File: src/hdl/sc_cfg.svh
// Core configuration macros
`ifndef SC_CFG_SVH
`define SC_CFG_SVH

// Architectural register count, r0 hardwired to zero
`define SC_NREGS 16

// Data and address width
`define SC_XLEN 32

// First fetch address after reset
`define SC_RESET_PC 32'h0000_0000

// Byte step between sequential instructions
`define SC_PC_STEP 32'd4

`endif

File: src/hdl/isa_pkg.sv
// Instruction set definitions
`default_nettype none

package isa_pkg;

    // Top nibble of every instruction word
    typedef enum logic [3:0] {
        OP_ADD  = 4'h0,
        OP_SUB  = 4'h1,
        OP_AND  = 4'h2,
        OP_OR   = 4'h3,
        OP_XOR  = 4'h4,
        OP_SLT  = 4'h5,
        OP_ADDI = 4'h6,
        OP_LW   = 4'h7,
        OP_SW   = 4'h8,
        OP_BEQ  = 4'h9,
        OP_HALT = 4'hE,
        OP_NOP  = 4'hF
    } opcode_t;

    // Fixed 32-bit format, imm sign-extended by decode
    typedef struct packed {
        opcode_t     opcode;
        logic [3:0]  rd;
        logic [3:0]  rs1;
        logic [3:0]  rs2;
        logic [15:0] imm;
    } instr_t;

    // ALU functions after decode
    // ALU_EQ is the branch compare and writes nothing back
    typedef enum logic [2:0] {
        ALU_ADD,
        ALU_SUB,
        ALU_AND,
        ALU_OR,
        ALU_XOR,
        ALU_SLT,
        ALU_EQ
    } alu_op_t;

    // Target functional unit
    typedef enum logic [1:0] {
        FU_NONE,
        FU_ALU,
        FU_LS
    } fu_sel_t;

endpackage

`default_nettype wire

File: src/hdl/pipeline_pkg.sv
// Pipeline latch and result types
`default_nettype none
`include "sc_cfg.svh"

package pipeline_pkg;
    import isa_pkg::*;

    // Fetch/dispatch latch
    typedef struct packed {
        logic                valid;
        logic [`SC_XLEN-1:0] pc;
        instr_t              instr;
    } fd_t;

    // Issue/execute latch, one copy seen by both units
    // rdat2 already holds the immediate for ADDI
    typedef struct packed {
        logic                valid;
        fu_sel_t             fu;
        alu_op_t             alu_op;
        logic [3:0]          rd;
        logic [`SC_XLEN-1:0] rdat1;
        logic [`SC_XLEN-1:0] rdat2;
        logic [`SC_XLEN-1:0] imm;
        logic [`SC_XLEN-1:0] pc;
        logic                is_store;
    } ie_t;

    // Held load/store request inside the LS unit
    typedef struct packed {
        logic                is_store;
        logic [3:0]          rd;
        logic [`SC_XLEN-1:0] addr;
        logic [`SC_XLEN-1:0] data;
    } ls_req_t;

    // Register writeback from one unit
    typedef struct packed {
        logic                valid;
        logic [3:0]          rd;
        logic [`SC_XLEN-1:0] data;
    } wb_t;

    // Taken branch target
    typedef struct packed {
        logic                valid;
        logic [`SC_XLEN-1:0] target;
    } redirect_t;

endpackage

`default_nettype wire

File: src/hdl/fetch.sv
// Instruction fetch stage
`default_nettype none
`include "sc_cfg.svh"

module fetch
    import pipeline_pkg::*;
(
    input  logic                CLK,
    input  logic                nrst,
    input  logic                ihit,
    input  logic [`SC_XLEN-1:0] imemload,
    input  logic                stall,
    input  redirect_t           redirect,
    output logic [`SC_XLEN-1:0] imemaddr,
    output fd_t                 fd
);

    logic [`SC_XLEN-1:0] pc;

    // Memory always sees the current PC
    assign imemaddr = pc;

    always_ff @(posedge CLK, negedge nrst) begin
        if (!nrst) begin
            pc <= `SC_RESET_PC;
            fd <= '0;
        end else if (redirect.valid) begin
            // Taken branch, drop the wrong-path word
            pc       <= redirect.target;
            fd.valid <= 1'b0;
        end else if (!stall) begin
            // fd was consumed or empty, refill when memory answers
            fd.valid <= ihit;
            if (ihit) begin
                pc       <= pc + `SC_PC_STEP;
                fd.pc    <= pc;
                fd.instr <= imemload;
            end
        end
        // Stalled, fd and PC hold
    end

endmodule

`default_nettype wire

File: src/hdl/scoreboard.sv
// Decode, hazard check and issue
`default_nettype none
`include "sc_cfg.svh"

module scoreboard
    import isa_pkg::*;
    import pipeline_pkg::*;
(
    input  logic                CLK,
    input  logic                nrst,
    input  fd_t                 fd,
    output logic [3:0]          rsel1,
    output logic [3:0]          rsel2,
    input  logic [`SC_XLEN-1:0] rdat1,
    input  logic [`SC_XLEN-1:0] rdat2,
    input  wb_t                 alu_wb,
    input  wb_t                 ls_wb,
    input  logic                ls_busy,
    input  redirect_t           redirect,
    output logic                stall,
    output ie_t                 ie,
    output logic                halt
);

    logic [`SC_NREGS-1:0] pending;
    logic [`SC_NREGS-1:0] set_mask;
    logic [`SC_NREGS-1:0] clr_mask;
    logic [`SC_NREGS-1:0] busy_regs;
    logic [`SC_XLEN-1:0]  imm_ext;
    fu_sel_t              dec_fu;
    alu_op_t              dec_alu;
    logic                 uses_rs1;
    logic                 uses_rs2;
    logic                 writes_rd;
    logic                 is_halt;
    logic                 branch_in_ie;
    logic                 hazard;
    logic                 issue;
    logic                 halt_cond;

    // Register reads go straight from the fd latch
    assign rsel1   = fd.instr.rs1;
    assign rsel2   = fd.instr.rs2;
    assign imm_ext = {{(`SC_XLEN-16){fd.instr.imm[15]}}, fd.instr.imm};

    // Opcode to unit, ALU function and register usage
    always_comb begin
        dec_fu    = FU_NONE;
        dec_alu   = ALU_ADD;
        uses_rs1  = 1'b0;
        uses_rs2  = 1'b0;
        writes_rd = 1'b0;
        is_halt   = 1'b0;
        case (fd.instr.opcode)
            OP_ADD, OP_SUB, OP_AND, OP_OR, OP_XOR, OP_SLT: begin
                dec_fu    = FU_ALU;
                uses_rs1  = 1'b1;
                uses_rs2  = 1'b1;
                writes_rd = 1'b1;
                case (fd.instr.opcode)
                    OP_SUB:  dec_alu = ALU_SUB;
                    OP_AND:  dec_alu = ALU_AND;
                    OP_OR:   dec_alu = ALU_OR;
                    OP_XOR:  dec_alu = ALU_XOR;
                    OP_SLT:  dec_alu = ALU_SLT;
                    default: dec_alu = ALU_ADD;
                endcase
            end
            OP_ADDI: begin
                dec_fu    = FU_ALU;
                uses_rs1  = 1'b1;
                writes_rd = 1'b1;
            end
            OP_LW: begin
                dec_fu    = FU_LS;
                uses_rs1  = 1'b1;
                writes_rd = 1'b1;
            end
            OP_SW: begin
                dec_fu   = FU_LS;
                uses_rs1 = 1'b1;
                uses_rs2 = 1'b1;
            end
            OP_BEQ: begin
                dec_fu   = FU_ALU;
                dec_alu  = ALU_EQ;
                uses_rs1 = 1'b1;
                uses_rs2 = 1'b1;
            end
            OP_HALT: is_halt = 1'b1;
            // NOP and unknown opcodes retire without a unit
            default: dec_fu = FU_NONE;
        endcase
    end

    // Writebacks this cycle free their register at the edge
    always_comb begin
        clr_mask = '0;
        if (alu_wb.valid) clr_mask[alu_wb.rd] = 1'b1;
        if (ls_wb.valid)  clr_mask[ls_wb.rd]  = 1'b1;
    end

    // Regfile bypass makes a clearing register readable now
    assign busy_regs = pending & ~clr_mask;

    assign branch_in_ie = ie.valid && ie.fu == FU_ALU && ie.alu_op == ALU_EQ;

    assign hazard = (uses_rs1 && busy_regs[fd.instr.rs1])
                 || (uses_rs2 && busy_regs[fd.instr.rs2])
                 || (writes_rd && busy_regs[fd.instr.rd])
                 || (dec_fu == FU_LS && ls_busy)
                 || branch_in_ie
                 || redirect.valid;

    assign issue     = fd.valid && !hazard && !is_halt && !halt;
    assign stall     = halt || (fd.valid && !issue);
    assign halt_cond = fd.valid && is_halt && pending == '0 && !ls_busy && !branch_in_ie;

    // r0 never goes pending
    always_comb begin
        set_mask = '0;
        if (issue && writes_rd && fd.instr.rd != 4'd0) set_mask[fd.instr.rd] = 1'b1;
    end

    always_ff @(posedge CLK, negedge nrst) begin
        if (!nrst) begin
            pending <= '0;
            ie      <= '0;
            halt    <= 1'b0;
        end else begin
            pending  <= busy_regs | set_mask;
            halt     <= halt || halt_cond;
            ie.valid <= issue && dec_fu != FU_NONE;
            if (issue) begin
                ie.fu       <= dec_fu;
                ie.alu_op   <= dec_alu;
                ie.rd       <= writes_rd ? fd.instr.rd : 4'd0;
                ie.rdat1    <= rdat1;
                ie.rdat2    <= (fd.instr.opcode == OP_ADDI) ? imm_ext : rdat2;
                ie.imm      <= imm_ext;
                ie.pc       <= fd.pc;
                ie.is_store <= fd.instr.opcode == OP_SW;
            end
        end
    end

    // LS unit must take the request and go busy right after issue
    assert property (@(posedge CLK) disable iff (!nrst)
        (issue && dec_fu == FU_LS) |=> ls_busy);

    // A register marked pending twice would meet its second writeback already clear
    assert property (@(posedge CLK) disable iff (!nrst)
        (clr_mask[`SC_NREGS-1:1] & ~pending[`SC_NREGS-1:1]) == '0);

endmodule

`default_nettype wire

File: src/hdl/regfile.sv
// Two-read two-write register file
`default_nettype none
`include "sc_cfg.svh"

module regfile
    import pipeline_pkg::*;
(
    input  logic                CLK,
    input  logic                nrst,
    input  logic [3:0]          rsel1,
    input  logic [3:0]          rsel2,
    output logic [`SC_XLEN-1:0] rdat1,
    output logic [`SC_XLEN-1:0] rdat2,
    input  wb_t                 alu_wb,
    input  wb_t                 ls_wb
);

    logic [`SC_XLEN-1:0] regs [`SC_NREGS];

    // Write-through read, a same-cycle write wins over the array
    function automatic logic [`SC_XLEN-1:0] read_port(input logic [3:0] sel);
        if (sel == 4'd0)                       return '0;
        else if (ls_wb.valid && ls_wb.rd == sel)   return ls_wb.data;
        else if (alu_wb.valid && alu_wb.rd == sel) return alu_wb.data;
        else                                   return regs[sel];
    endfunction

    assign rdat1 = read_port(rsel1);
    assign rdat2 = read_port(rsel2);

    always_ff @(posedge CLK, negedge nrst) begin
        if (!nrst) begin
            regs <= '{default: '0};
        end else begin
            if (alu_wb.valid && alu_wb.rd != 4'd0) regs[alu_wb.rd] <= alu_wb.data;
            if (ls_wb.valid && ls_wb.rd != 4'd0)   regs[ls_wb.rd]   <= ls_wb.data;
        end
    end

    // Scoreboard keeps the two units on different destinations
    assert property (@(posedge CLK) disable iff (!nrst)
        !(alu_wb.valid && ls_wb.valid && alu_wb.rd == ls_wb.rd && alu_wb.rd != 4'd0));

endmodule

`default_nettype wire

File: src/hdl/fu_alu.sv
// Scalar ALU and branch unit
`default_nettype none
`include "sc_cfg.svh"

module fu_alu
    import isa_pkg::*;
    import pipeline_pkg::*;
(
    input  logic      CLK,
    input  logic      nrst,
    input  ie_t       ie,
    output wb_t       alu_wb,
    output redirect_t redirect
);

    logic                take;
    logic [`SC_XLEN-1:0] result;

    // Only valid ALU-bound work is ours
    assign take = ie.valid && ie.fu == FU_ALU;

    always_comb begin
        case (ie.alu_op)
            ALU_SUB: result = ie.rdat1 - ie.rdat2;
            ALU_AND: result = ie.rdat1 & ie.rdat2;
            ALU_OR:  result = ie.rdat1 | ie.rdat2;
            ALU_XOR: result = ie.rdat1 ^ ie.rdat2;
            ALU_SLT: result = {{(`SC_XLEN-1){1'b0}}, $signed(ie.rdat1) < $signed(ie.rdat2)};
            // ADD, ADDI and the unused branch result
            default: result = ie.rdat1 + ie.rdat2;
        endcase
    end

    // Result goes back in the same cycle, written at its closing edge
    assign alu_wb.valid = take && ie.alu_op != ALU_EQ;
    assign alu_wb.rd    = ie.rd;
    assign alu_wb.data  = result;

    // BEQ, target is pc + 4 + imm*4
    assign redirect.valid  = take && ie.alu_op == ALU_EQ && ie.rdat1 == ie.rdat2;
    assign redirect.target = ie.pc + `SC_PC_STEP + {ie.imm[`SC_XLEN-3:0], 2'b00};

    // A taken branch leaves nothing issued behind it
    assert property (@(posedge CLK) disable iff (!nrst)
        redirect.valid |=> !ie.valid);

endmodule

`default_nettype wire

File: src/hdl/fu_scalar_ls.sv
// Scalar load/store unit
`default_nettype none
`include "sc_cfg.svh"

module fu_scalar_ls
    import isa_pkg::*;
    import pipeline_pkg::*;
(
    input  logic                CLK,
    input  logic                nrst,
    input  ie_t                 ie,
    input  logic [`SC_XLEN-1:0] dmemload,
    input  logic                dhit,
    output logic [`SC_XLEN-1:0] dmemaddr,
    output logic [`SC_XLEN-1:0] dmemstore,
    output logic                dmemREN,
    output logic                dmemWEN,
    output logic                ls_busy,
    output wb_t                 ls_wb
);

    typedef enum logic {
        LS_IDLE,
        LS_ACCESS
    } ls_state_t;

    ls_state_t state;
    ls_req_t   req;
    logic      accept;

    assign accept = state == LS_IDLE && ie.valid && ie.fu == FU_LS;

    always_ff @(posedge CLK, negedge nrst) begin
        if (!nrst) begin
            state <= LS_IDLE;
        end else if (accept) begin
            state <= LS_ACCESS;
        end else if (state == LS_ACCESS && dhit) begin
            state <= LS_IDLE;
        end
    end

    // Request payload, captured once and held steady until dhit
    always_ff @(posedge CLK) begin
        if (accept) begin
            req.is_store <= ie.is_store;
            req.rd       <= ie.rd;
            req.addr     <= ie.rdat1 + ie.imm;
            req.data     <= ie.rdat2;
        end
    end

    // Busy from the issue edge, while the request still sits in ie
    assign ls_busy   = accept || state == LS_ACCESS;
    assign dmemaddr  = req.addr;
    assign dmemstore = req.data;
    assign dmemREN   = state == LS_ACCESS && !req.is_store;
    assign dmemWEN   = state == LS_ACCESS && req.is_store;

    // Load data returns on the completing cycle
    assign ls_wb.valid = dmemREN && dhit;
    assign ls_wb.rd    = req.rd;
    assign ls_wb.data  = dmemload;

    // An LS request in ie always finds the unit free, none is dropped
    assert property (@(posedge CLK) disable iff (!nrst)
        (ie.valid && ie.fu == FU_LS) |-> state == LS_IDLE);

endmodule

`default_nettype wire

File: src/hdl/sc_datapath.sv
// Scalar core top level
`default_nettype none
`include "sc_cfg.svh"

module sc_datapath
    import pipeline_pkg::*;
(
    input  logic                CLK,
    input  logic                nrst,
    // Instruction memory
    output logic [`SC_XLEN-1:0] imemaddr,
    input  logic [`SC_XLEN-1:0] imemload,
    input  logic                ihit,
    // Data memory
    output logic [`SC_XLEN-1:0] dmemaddr,
    output logic [`SC_XLEN-1:0] dmemstore,
    output logic                dmemREN,
    output logic                dmemWEN,
    input  logic [`SC_XLEN-1:0] dmemload,
    input  logic                dhit,
    output logic                halt
);

    // Stage-to-stage wiring
    fd_t                 fd;
    ie_t                 ie;
    wb_t                 alu_wb;
    wb_t                 ls_wb;
    redirect_t           redirect;
    logic                stall;
    logic                ls_busy;
    logic [3:0]          rsel1;
    logic [3:0]          rsel2;
    logic [`SC_XLEN-1:0] rdat1;
    logic [`SC_XLEN-1:0] rdat2;

    fetch u_fetch (
        .CLK      (CLK),
        .nrst     (nrst),
        .ihit     (ihit),
        .imemload (imemload),
        .stall    (stall),
        .redirect (redirect),
        .imemaddr (imemaddr),
        .fd       (fd)
    );

    scoreboard u_scoreboard (
        .CLK      (CLK),
        .nrst     (nrst),
        .fd       (fd),
        .rsel1    (rsel1),
        .rsel2    (rsel2),
        .rdat1    (rdat1),
        .rdat2    (rdat2),
        .alu_wb   (alu_wb),
        .ls_wb    (ls_wb),
        .ls_busy  (ls_busy),
        .redirect (redirect),
        .stall    (stall),
        .ie       (ie),
        .halt     (halt)
    );

    regfile u_regfile (
        .CLK    (CLK),
        .nrst   (nrst),
        .rsel1  (rsel1),
        .rsel2  (rsel2),
        .rdat1  (rdat1),
        .rdat2  (rdat2),
        .alu_wb (alu_wb),
        .ls_wb  (ls_wb)
    );

    // Both units see the same ie and pick by fu
    fu_alu u_fu_alu (
        .CLK      (CLK),
        .nrst     (nrst),
        .ie       (ie),
        .alu_wb   (alu_wb),
        .redirect (redirect)
    );

    fu_scalar_ls u_fu_scalar_ls (
        .CLK       (CLK),
        .nrst      (nrst),
        .ie        (ie),
        .dmemload  (dmemload),
        .dhit      (dhit),
        .dmemaddr  (dmemaddr),
        .dmemstore (dmemstore),
        .dmemREN   (dmemREN),
        .dmemWEN   (dmemWEN),
        .ls_busy   (ls_busy),
        .ls_wb     (ls_wb)
    );

endmodule

`default_nettype wire

File: config.mk
export PLATFORM = sky130hd
export DESIGN_NAME = sc_datapath
export DESIGN_NICKNAME = d
export VERILOG_FILES = /design/src/hdl/isa_pkg.sv /design/src/hdl/pipeline_pkg.sv /design/src/hdl/fetch.sv /design/src/hdl/scoreboard.sv /design/src/hdl/regfile.sv /design/src/hdl/fu_alu.sv /design/src/hdl/fu_scalar_ls.sv /design/src/hdl/sc_datapath.sv
export VERILOG_INCLUDE_DIRS = /design/src /design/src/hdl
export SDC_FILE = /design/constraint.sdc
export NUM_CORES = 2
export LEC_CHECK = 0
export BUFFER_PORTS_ARGS = -buffer_cell sky130_fd_sc_hd__buf_2
export CAP_MARGIN = 30
export CORE_UTILIZATION = 39
export CTS_BUF_LIST = sky130_fd_sc_hd__clkbuf_2 sky130_fd_sc_hd__clkbuf_4 sky130_fd_sc_hd__clkbuf_8
export DETAILED_ROUTE_END_ITERATION = 6
export HOLD_SLACK_MARGIN = 0.08
export PLACE_DENSITY = 0.57
export SLEW_MARGIN = 20
export SYNTH_ARGS = -nofsm -noshare
export SYNTH_HDL_FRONTEND = slang
export SYNTH_SLANG_ARGS = --single-unit
File: constraint.sdc
create_clock -name CLK -period 10.3 [get_ports CLK]
set_clock_uncertainty 0.05 [all_clocks]
set_input_delay 0.515 -clock CLK [delete_from_list [all_inputs] [get_ports CLK]]
set_output_delay 0.515 -clock CLK [all_outputs]
set_load 0.02 [all_outputs]
[Yosys cells after proc, flatten, opt, wreduce, memory -nomap -nowiden]
Cells that the tools add are included.
W data, S select, Z words.
Cells by class
  add/subtract/negate cells: 6
  magnitude comparators: 15
  equal/unequal tests: 26
  mux-type cells: 53
  bitwise logic cells: 14
  reductions and logical operators: 69
Operators by type and width (number)
  $bwmux W512: 2
  $mux W512: 2
  $mux W32: 16
  $bmux W32 S4: 2
  $demux W32 S4: 2
  $pmux W32 S5: 1
  $add A32 B32 Y32: 3
  $mux W65: 1
  $add A32 B3 Y32 const B: 2
  $mux W64: 1
  $mux W16: 3
  $logic_and A1 B1 Y1: 36
  $and A32 B32 Y32: 1
  $eq A32 B32 Y1: 1
  $lt A32 B32 Y1: 1
  $or A16 B16 Y16: 2
  $or A32 B32 Y32: 1
  $sub A32 B32 Y32: 1
  $xor A32 B32 Y32: 1
  $lt A4 B5 Y1 const B: 5
  $reduce_or A8 Y1: 3
  $ge A5 B5 Y1 const B: 4
  $not A4 Y5: 4
  $and A16 B16 Y16: 1
  other kinds (34): 87
Word-level totals
  register bits: 819
  input port bits: 68
  word-level logic and storage cells: 223

[Longest topological paths before layout]
  depth after elaboration: 26
  mapped depth: 16

[By module]
From an unflattened synthesis, not the netlist that was laid out.
Unflattened totals
  cells, all modules: 6021
  area total of the unflattened synthesis: 56550.5 sq um
Modules (own cells, without submodules)
  regfile: times used 1, cells each 3551, area each 33488.4 sq um, sequential area each 12812.3 sq um
  fu_alu: times used 1, cells each 1134, area each 7518.5 sq um, sequential area each 0.0 sq um
  scoreboard: times used 1, cells each 580, area each 6789.0 sq um, sequential area each 3503.4 sq um
  fu_scalar_ls: times used 1, cells each 414, area each 4593.2 sq um, sequential area each 2097.0 sq um
  fetch: times used 1, cells each 342, area each 4161.5 sq um, sequential area each 2427.3 sq um

[Least setup slack after synthesis]
No wires, ideal clock.
  kind: flip-flop to flip-flop
  start: register u_fu_scalar_ls.state
  end: register, netlist name u_scoreboard.ie[10]
  arrival time: 8.985 ns
  data required time: 10.125 ns
  path slack: 1.140 ns
  stages on the path, launching flop included: 10
  path buffers: 3
  clock period less this slack: 9.160 ns
  cell sequence: dfrtp_1 > nor4bb_1 > nor2_1 > o2111ai_1 > nand3b_1 > nand4b_4 > buf_2 > buf_4 > buf_4 > mux2_2
RTL lines
  from (decl): RTL line fu_scalar_ls.sv:27  | ls_state_t state;
  from (signal assigned): RTL line fu_scalar_ls.sv:35  | state <= LS_IDLE;
  from (signal assigned): RTL line fu_scalar_ls.sv:37  | state <= LS_ACCESS;
  from (signal assigned): RTL line fu_scalar_ls.sv:39  | state <= LS_IDLE;
  $not A1 Y1: RTL line fu_scalar_ls.sv:31  | assign accept = state == LS_IDLE && ie.valid && ie.fu == FU_LS;
  $logic_and A1 B1 Y1 (2 in series): RTL line fu_scalar_ls.sv:31
  via u_fu_scalar_ls.accept: RTL line fu_scalar_ls.sv:29  | logic accept;
  $logic_or A1 B1 Y1: RTL line fu_scalar_ls.sv:54  | assign ls_busy = accept || state == LS_ACCESS;
  $logic_and A1 B1 Y1: RTL line scoreboard.sv:111  | || (dec_fu == FU_LS && ls_busy)
  $logic_or A1 B1 Y1: RTL line scoreboard.sv:111
  $logic_or A1 B1 Y1: RTL line scoreboard.sv:112  | || branch_in_ie
  $logic_or A1 B1 Y1: RTL line scoreboard.sv:113  | || redirect.valid;
  $logic_not A1 Y1: RTL line scoreboard.sv:115  | assign issue = fd.valid && !hazard && !is_halt && !halt;
  $logic_and A1 B1 Y1 (3 in series): RTL line scoreboard.sv:115
The timed path passes the listed nets, and every way through them passes these cells. The select of a mux whose other input is x is not followed.
A chain may end at the register's enable or synchronous reset.

[Worst setup path in the final report]
  start: register u_fu_scalar_ls.req (netlist bit u_fu_scalar_ls.ls_wb[34])
  end: register, netlist name u_fetch.fd[32]
Between the ends
  longest elaborated chain between the ends: 25
Ends and longest elaborated chain
  from (decl): RTL line fu_scalar_ls.sv:28  | ls_req_t req;
  $lt A4 B5 Y1 (not written as such) or $ge A4 B1 Y1 (tied branches): RTL line scoreboard.sv:100  | if (ls_wb.valid) clr_mask[ls_wb.rd] = 1'b1;
  $logic_and A1 B1 Y1 (not written as such): RTL line scoreboard.sv:100
  $mux W1 (not written as such): RTL line scoreboard.sv:100
  $demux W1 S4 (*)
  $or A16 B16 Y16 (no line) (*)
  $mux W16 (*): RTL line scoreboard.sv:100
  $not A16 Y16 (*): RTL line scoreboard.sv:104  | assign busy_regs = pending & ~clr_mask;
  $and A16 B16 Y16 (*): RTL line scoreboard.sv:104
  [7 not listed]
  $logic_or A1 B1 Y1 (*): RTL line scoreboard.sv:113
  $logic_not A1 Y1 (*): RTL line scoreboard.sv:115
  $logic_and A1 B1 Y1 (*) (3 in series): RTL line scoreboard.sv:115
  $logic_not A1 Y1 (*): RTL line scoreboard.sv:116  | assign stall = halt || (fd.valid && !issue);
  $logic_and A1 B1 Y1 (*): RTL line scoreboard.sv:116
  $logic_or A1 B1 Y1 (*): RTL line scoreboard.sv:116
  $not A1 Y1 (no line) (*)
  $reduce_and A3 Y1 (no line) (*)
Every way passes the cells marked *; elsewhere a longest branch is shown, timed or not. The select of a mux whose other input is x is not followed.

==> impl_metrics.csv <==
group,metric,value,unit
setup_path,slowest_stage,"buf_4",
route,post_drt_via_cell_ratio,6.09,
synth,synth_top_cell_by_area,"dfrtp_1",
floorplan,rows,135,
route,drc,0,
route,drtIter0Drc,5262,
timing,relSlewSlack,0.293,
synth,synthFlopType,"dfrtp_1",
synth,synth-async-reset-ratio,0.916,
floorplan,die_area,139000,um2
power_and_ir_drop,p_leak,22.5,nW
global_routing,grt_first_pass_wirelength,292000,um
placement,globalplace.congestion,0.932,
power_and_ir_drop,peakVddDrop,0.467,mV
setup_path,critPathBufInv,2,
placement,place_hpwl,128000,um
synth,synth_cell_type_count,102,
floorplan,coreArea,136000,um2
global_routing,grt_pass1_vias,43266,
synth,synth_most_common_cell,"dfrtp_1",
synth,synth_seq_cells,819,
global_routing,antenna_found_initial,10,
timing,tightest_slew,1.06,ns
setup_path,start_kind,"register",
power_and_ir_drop,power_density,369,nW/um2
cts,cts.htree.levels,4,
cts,clock_sinks,819,
cts,clockBufferDepth,3,
cts,clkLatencyLatePin,0.94,ns
synth,yosys.area_share.simple,0.121,
cts,clk_pin_slew,0.06,ns
setup_path,reg2reg_to,"u_fetch.fd[32]",
setup_path,critPathKind,"register to register",
timing,max_freq,178,MHz
setup_path,crit_path_frequent_cell,"buf_4",
setup_path,path_cells,"nand4bb_1 > nor3_2 > buf_4 > nand3b_1 > o22ai_1 > or4_1 > nand4b_2 > nand4b_4 > a21oi_4 > and2_4 > buf_4 > mux2_2",
setup_path,crit_fanout,65,
setup_path,slowest_delay,0.71,ns
status,status,"complete, no violations",
power_and_ir_drop,power.total,0.0219,W
layout,fillerInstances,12960,
synth,synth_area_leaders,"dfrtp_1 (35%), mux4_2 (13%), o21ai_0 (5.7%), nand2_1 (4.6%), ha_1 (4.3%)",
route,detail-route-antenna-nets,0,
cts,cts_root_buf,"clkbuf_8",
cts,post_cts_resized,0,
timing,fin_crit,5.61,ns
floorplan,die-height,373,um
synth,synthMuxAreaShare,0.203,
timing,tns,0,ns
layout,drive_above_1_share,0.197,
timing,finalSetupViolCount,0,
synth,synthAdderAreaFrac,0.0445,
placement,io_buffers,166,
synth,yosys_warnings,0,
route,wl,199000,um
timing,hold_violations,0,
layout,synthToLayoutAreaGrowth,10.5,%
synth,yosysTopAreaCellShare,0.349,
run,drv_cap,0,
timing,rsz0062_at_grt,"false",
layout,fin_nets,5670,
setup_path,cp-end-kind,"register",
synth,syn_inst,5487,
timing,period_share,0.545,
synth,synth_nets,5744,
timing,holdWs,0.240,ns
synth,synth_top_family_by_area,"multiplexers",
synth,ys_seq_area_frac,0.388,
route,dr.pass1.iters,6,
setup_path,r2r_setup_slack,4.69,ns
cts,cts_tree,"done",
setup_path,cp_data_arrival_time,6.34,ns
synth,avgSynthCellArea,9.80,um2
floorplan,die_width,373,um
global_routing,gr-usage-all-layers,0.281,
synth,synth_xor_xnor_area_share,0.0166,
setup_path,ff2ff_path_depth,12,
setup_path,crit_cells,12,
synth,synth_area,53800,um2
floorplan,io_pins,167,
setup_path,r2r_start,"u_fu_scalar_ls.ls_wb[34]",
synth,synth_compound_area_frac,0.169,
global_routing,grt_start_max_net_pins,172,
route,routedWlPerCell,27.2,um
cts,cts_buffers,148,
synth,synth-edff-count,69,
route,num_vias,44567,
layout,final_util,0.437,
floorplan,start_util,0.395,
setup_path,crit_required,11.03,ns
global_routing,overflow,0,
synth,synth_common_cells,"dfrtp_1 (750), nand2_1 (666), o21ai_0 (611)",
min_path,hold_class,"input port to async pin",
setup_path,cpLargestDelayFamily,"simple AND/OR/NAND/NOR gates",
timing,slew_violations,0,
## worst max path at each step
stage | to | start
finish | u_fetch.fd[32] | u_fu_scalar_ls.ls_wb[34]
global route | u_fetch.fd[32] | u_fu_scalar_ls.ls_wb[34]
CTS | u_fetch.fd[32] | u_fu_scalar_ls.ls_wb[34]
detailed placement | u_fetch.fd[32] | dhit
global placement | u_fetch.fd[23] | dhit
floorplan | u_scoreboard.ie[10] | u_fu_scalar_ls.state
## cells in the final DEF, fill, tap and decap left out, drive strengths merged, types with 69 or more instances in the layout
master,instances
nor3,77
mux2,115
ha,185
edfxtp,69
nor2,433
nand2,666
o21ai,623
mux2i,224
nand3,71
inv,139
clkbuf,228
mux4,322
buf,293
dfrtp,750
a21o,84
a21oi,419
## logic make-up (layout without fill, tap and decap cells)
| kind of cell | Yosys count | in the layout |
|---|---|---|
| AO/OA/AOI/OAI | 1527 | 1527 |
| XOR/XNOR | 102 | 102 |
| adder cells (fa/ha/maj) | 189 | 189 |
| buffers and inverters | 716 | 754 |
| flip-flops | 819 | 819 |
| multiplexers | 661 | 661 |
| other | 0 | 9 |
| AND/OR/NAND/NOR | 1473 | 1473 |
## routing by layer
layer | GRT usage | up-vias | wire, um
met2 | 0.434 | 2319 | 89400
met3 | 0.0665 | 487 | 20000
met5 | 0 | - | 12
met4 | 0.129 | 2 | 9110
li1 | - | 19724 | -
met1 | 0.372 | 22035 | 80600
## sequential cells by signal, summed over array words and instances, names as in the netlist
register,flops
u_regfile.regs,512
u_scoreboard.ie,123
u_fetch.fd,65
u_fetch.imemaddr,32
u_fu_scalar_ls.dmemaddr,32
u_fu_scalar_ls.dmemstore,32
u_scoreboard.pending,16
u_fu_scalar_ls.ls_wb,4
u_fu_scalar_ls.req,1
u_fu_scalar_ls.state,1
u_scoreboard.halt,1
## report_power, final
part | total [W] | switching (W) | internal (W)
Clock | 0.00327 | 0.00151 | 0.00176
Sequential | 0.00560 | 0.00120 | 0.00440
Combinational | 0.0131 | 0.00784 | 0.00523
## cell type report
type | count | area [um2] | area share
multi-input cells | 3952 | 30100 | 0.506
flip-flops and latches | 819 | 20900 | 0.351
clock inverters | 34 | 264 | 0.00444
well taps | 1781 | 2230 | 0.0375
repair buffers | 359 | 2700 | 0.0455
clock buffers | 228 | 2790 | 0.0470
diodes | 9 | 22.5 | 0.000379
inverters | 133 | 499 | 0.00840
## metrics by stage
step           instance area (um2)  worst slack (ns)  cells
2_1_floorplan                53800              1.14   5487
3_5_place_dp                 55600              4.66   6972
3_3_place_gp                 55400              4.71   6963
6_report                     59400              4.69   7315
5_1_grt                      59400              4.40   7312
4_1_cts                      59300              4.71   7300
## what timing repair did
| item | 4_1_cts | 5_1_grt |
|---|---|---|
| hold buffers | 66 | 0 |
| endpoints found under the hold margin | 619 | 0 |
| buffers inserted | 0 | 0 |
| endpoints found under the setup margin | 0 | 0 |
Power figures use the tool's default switching activity.
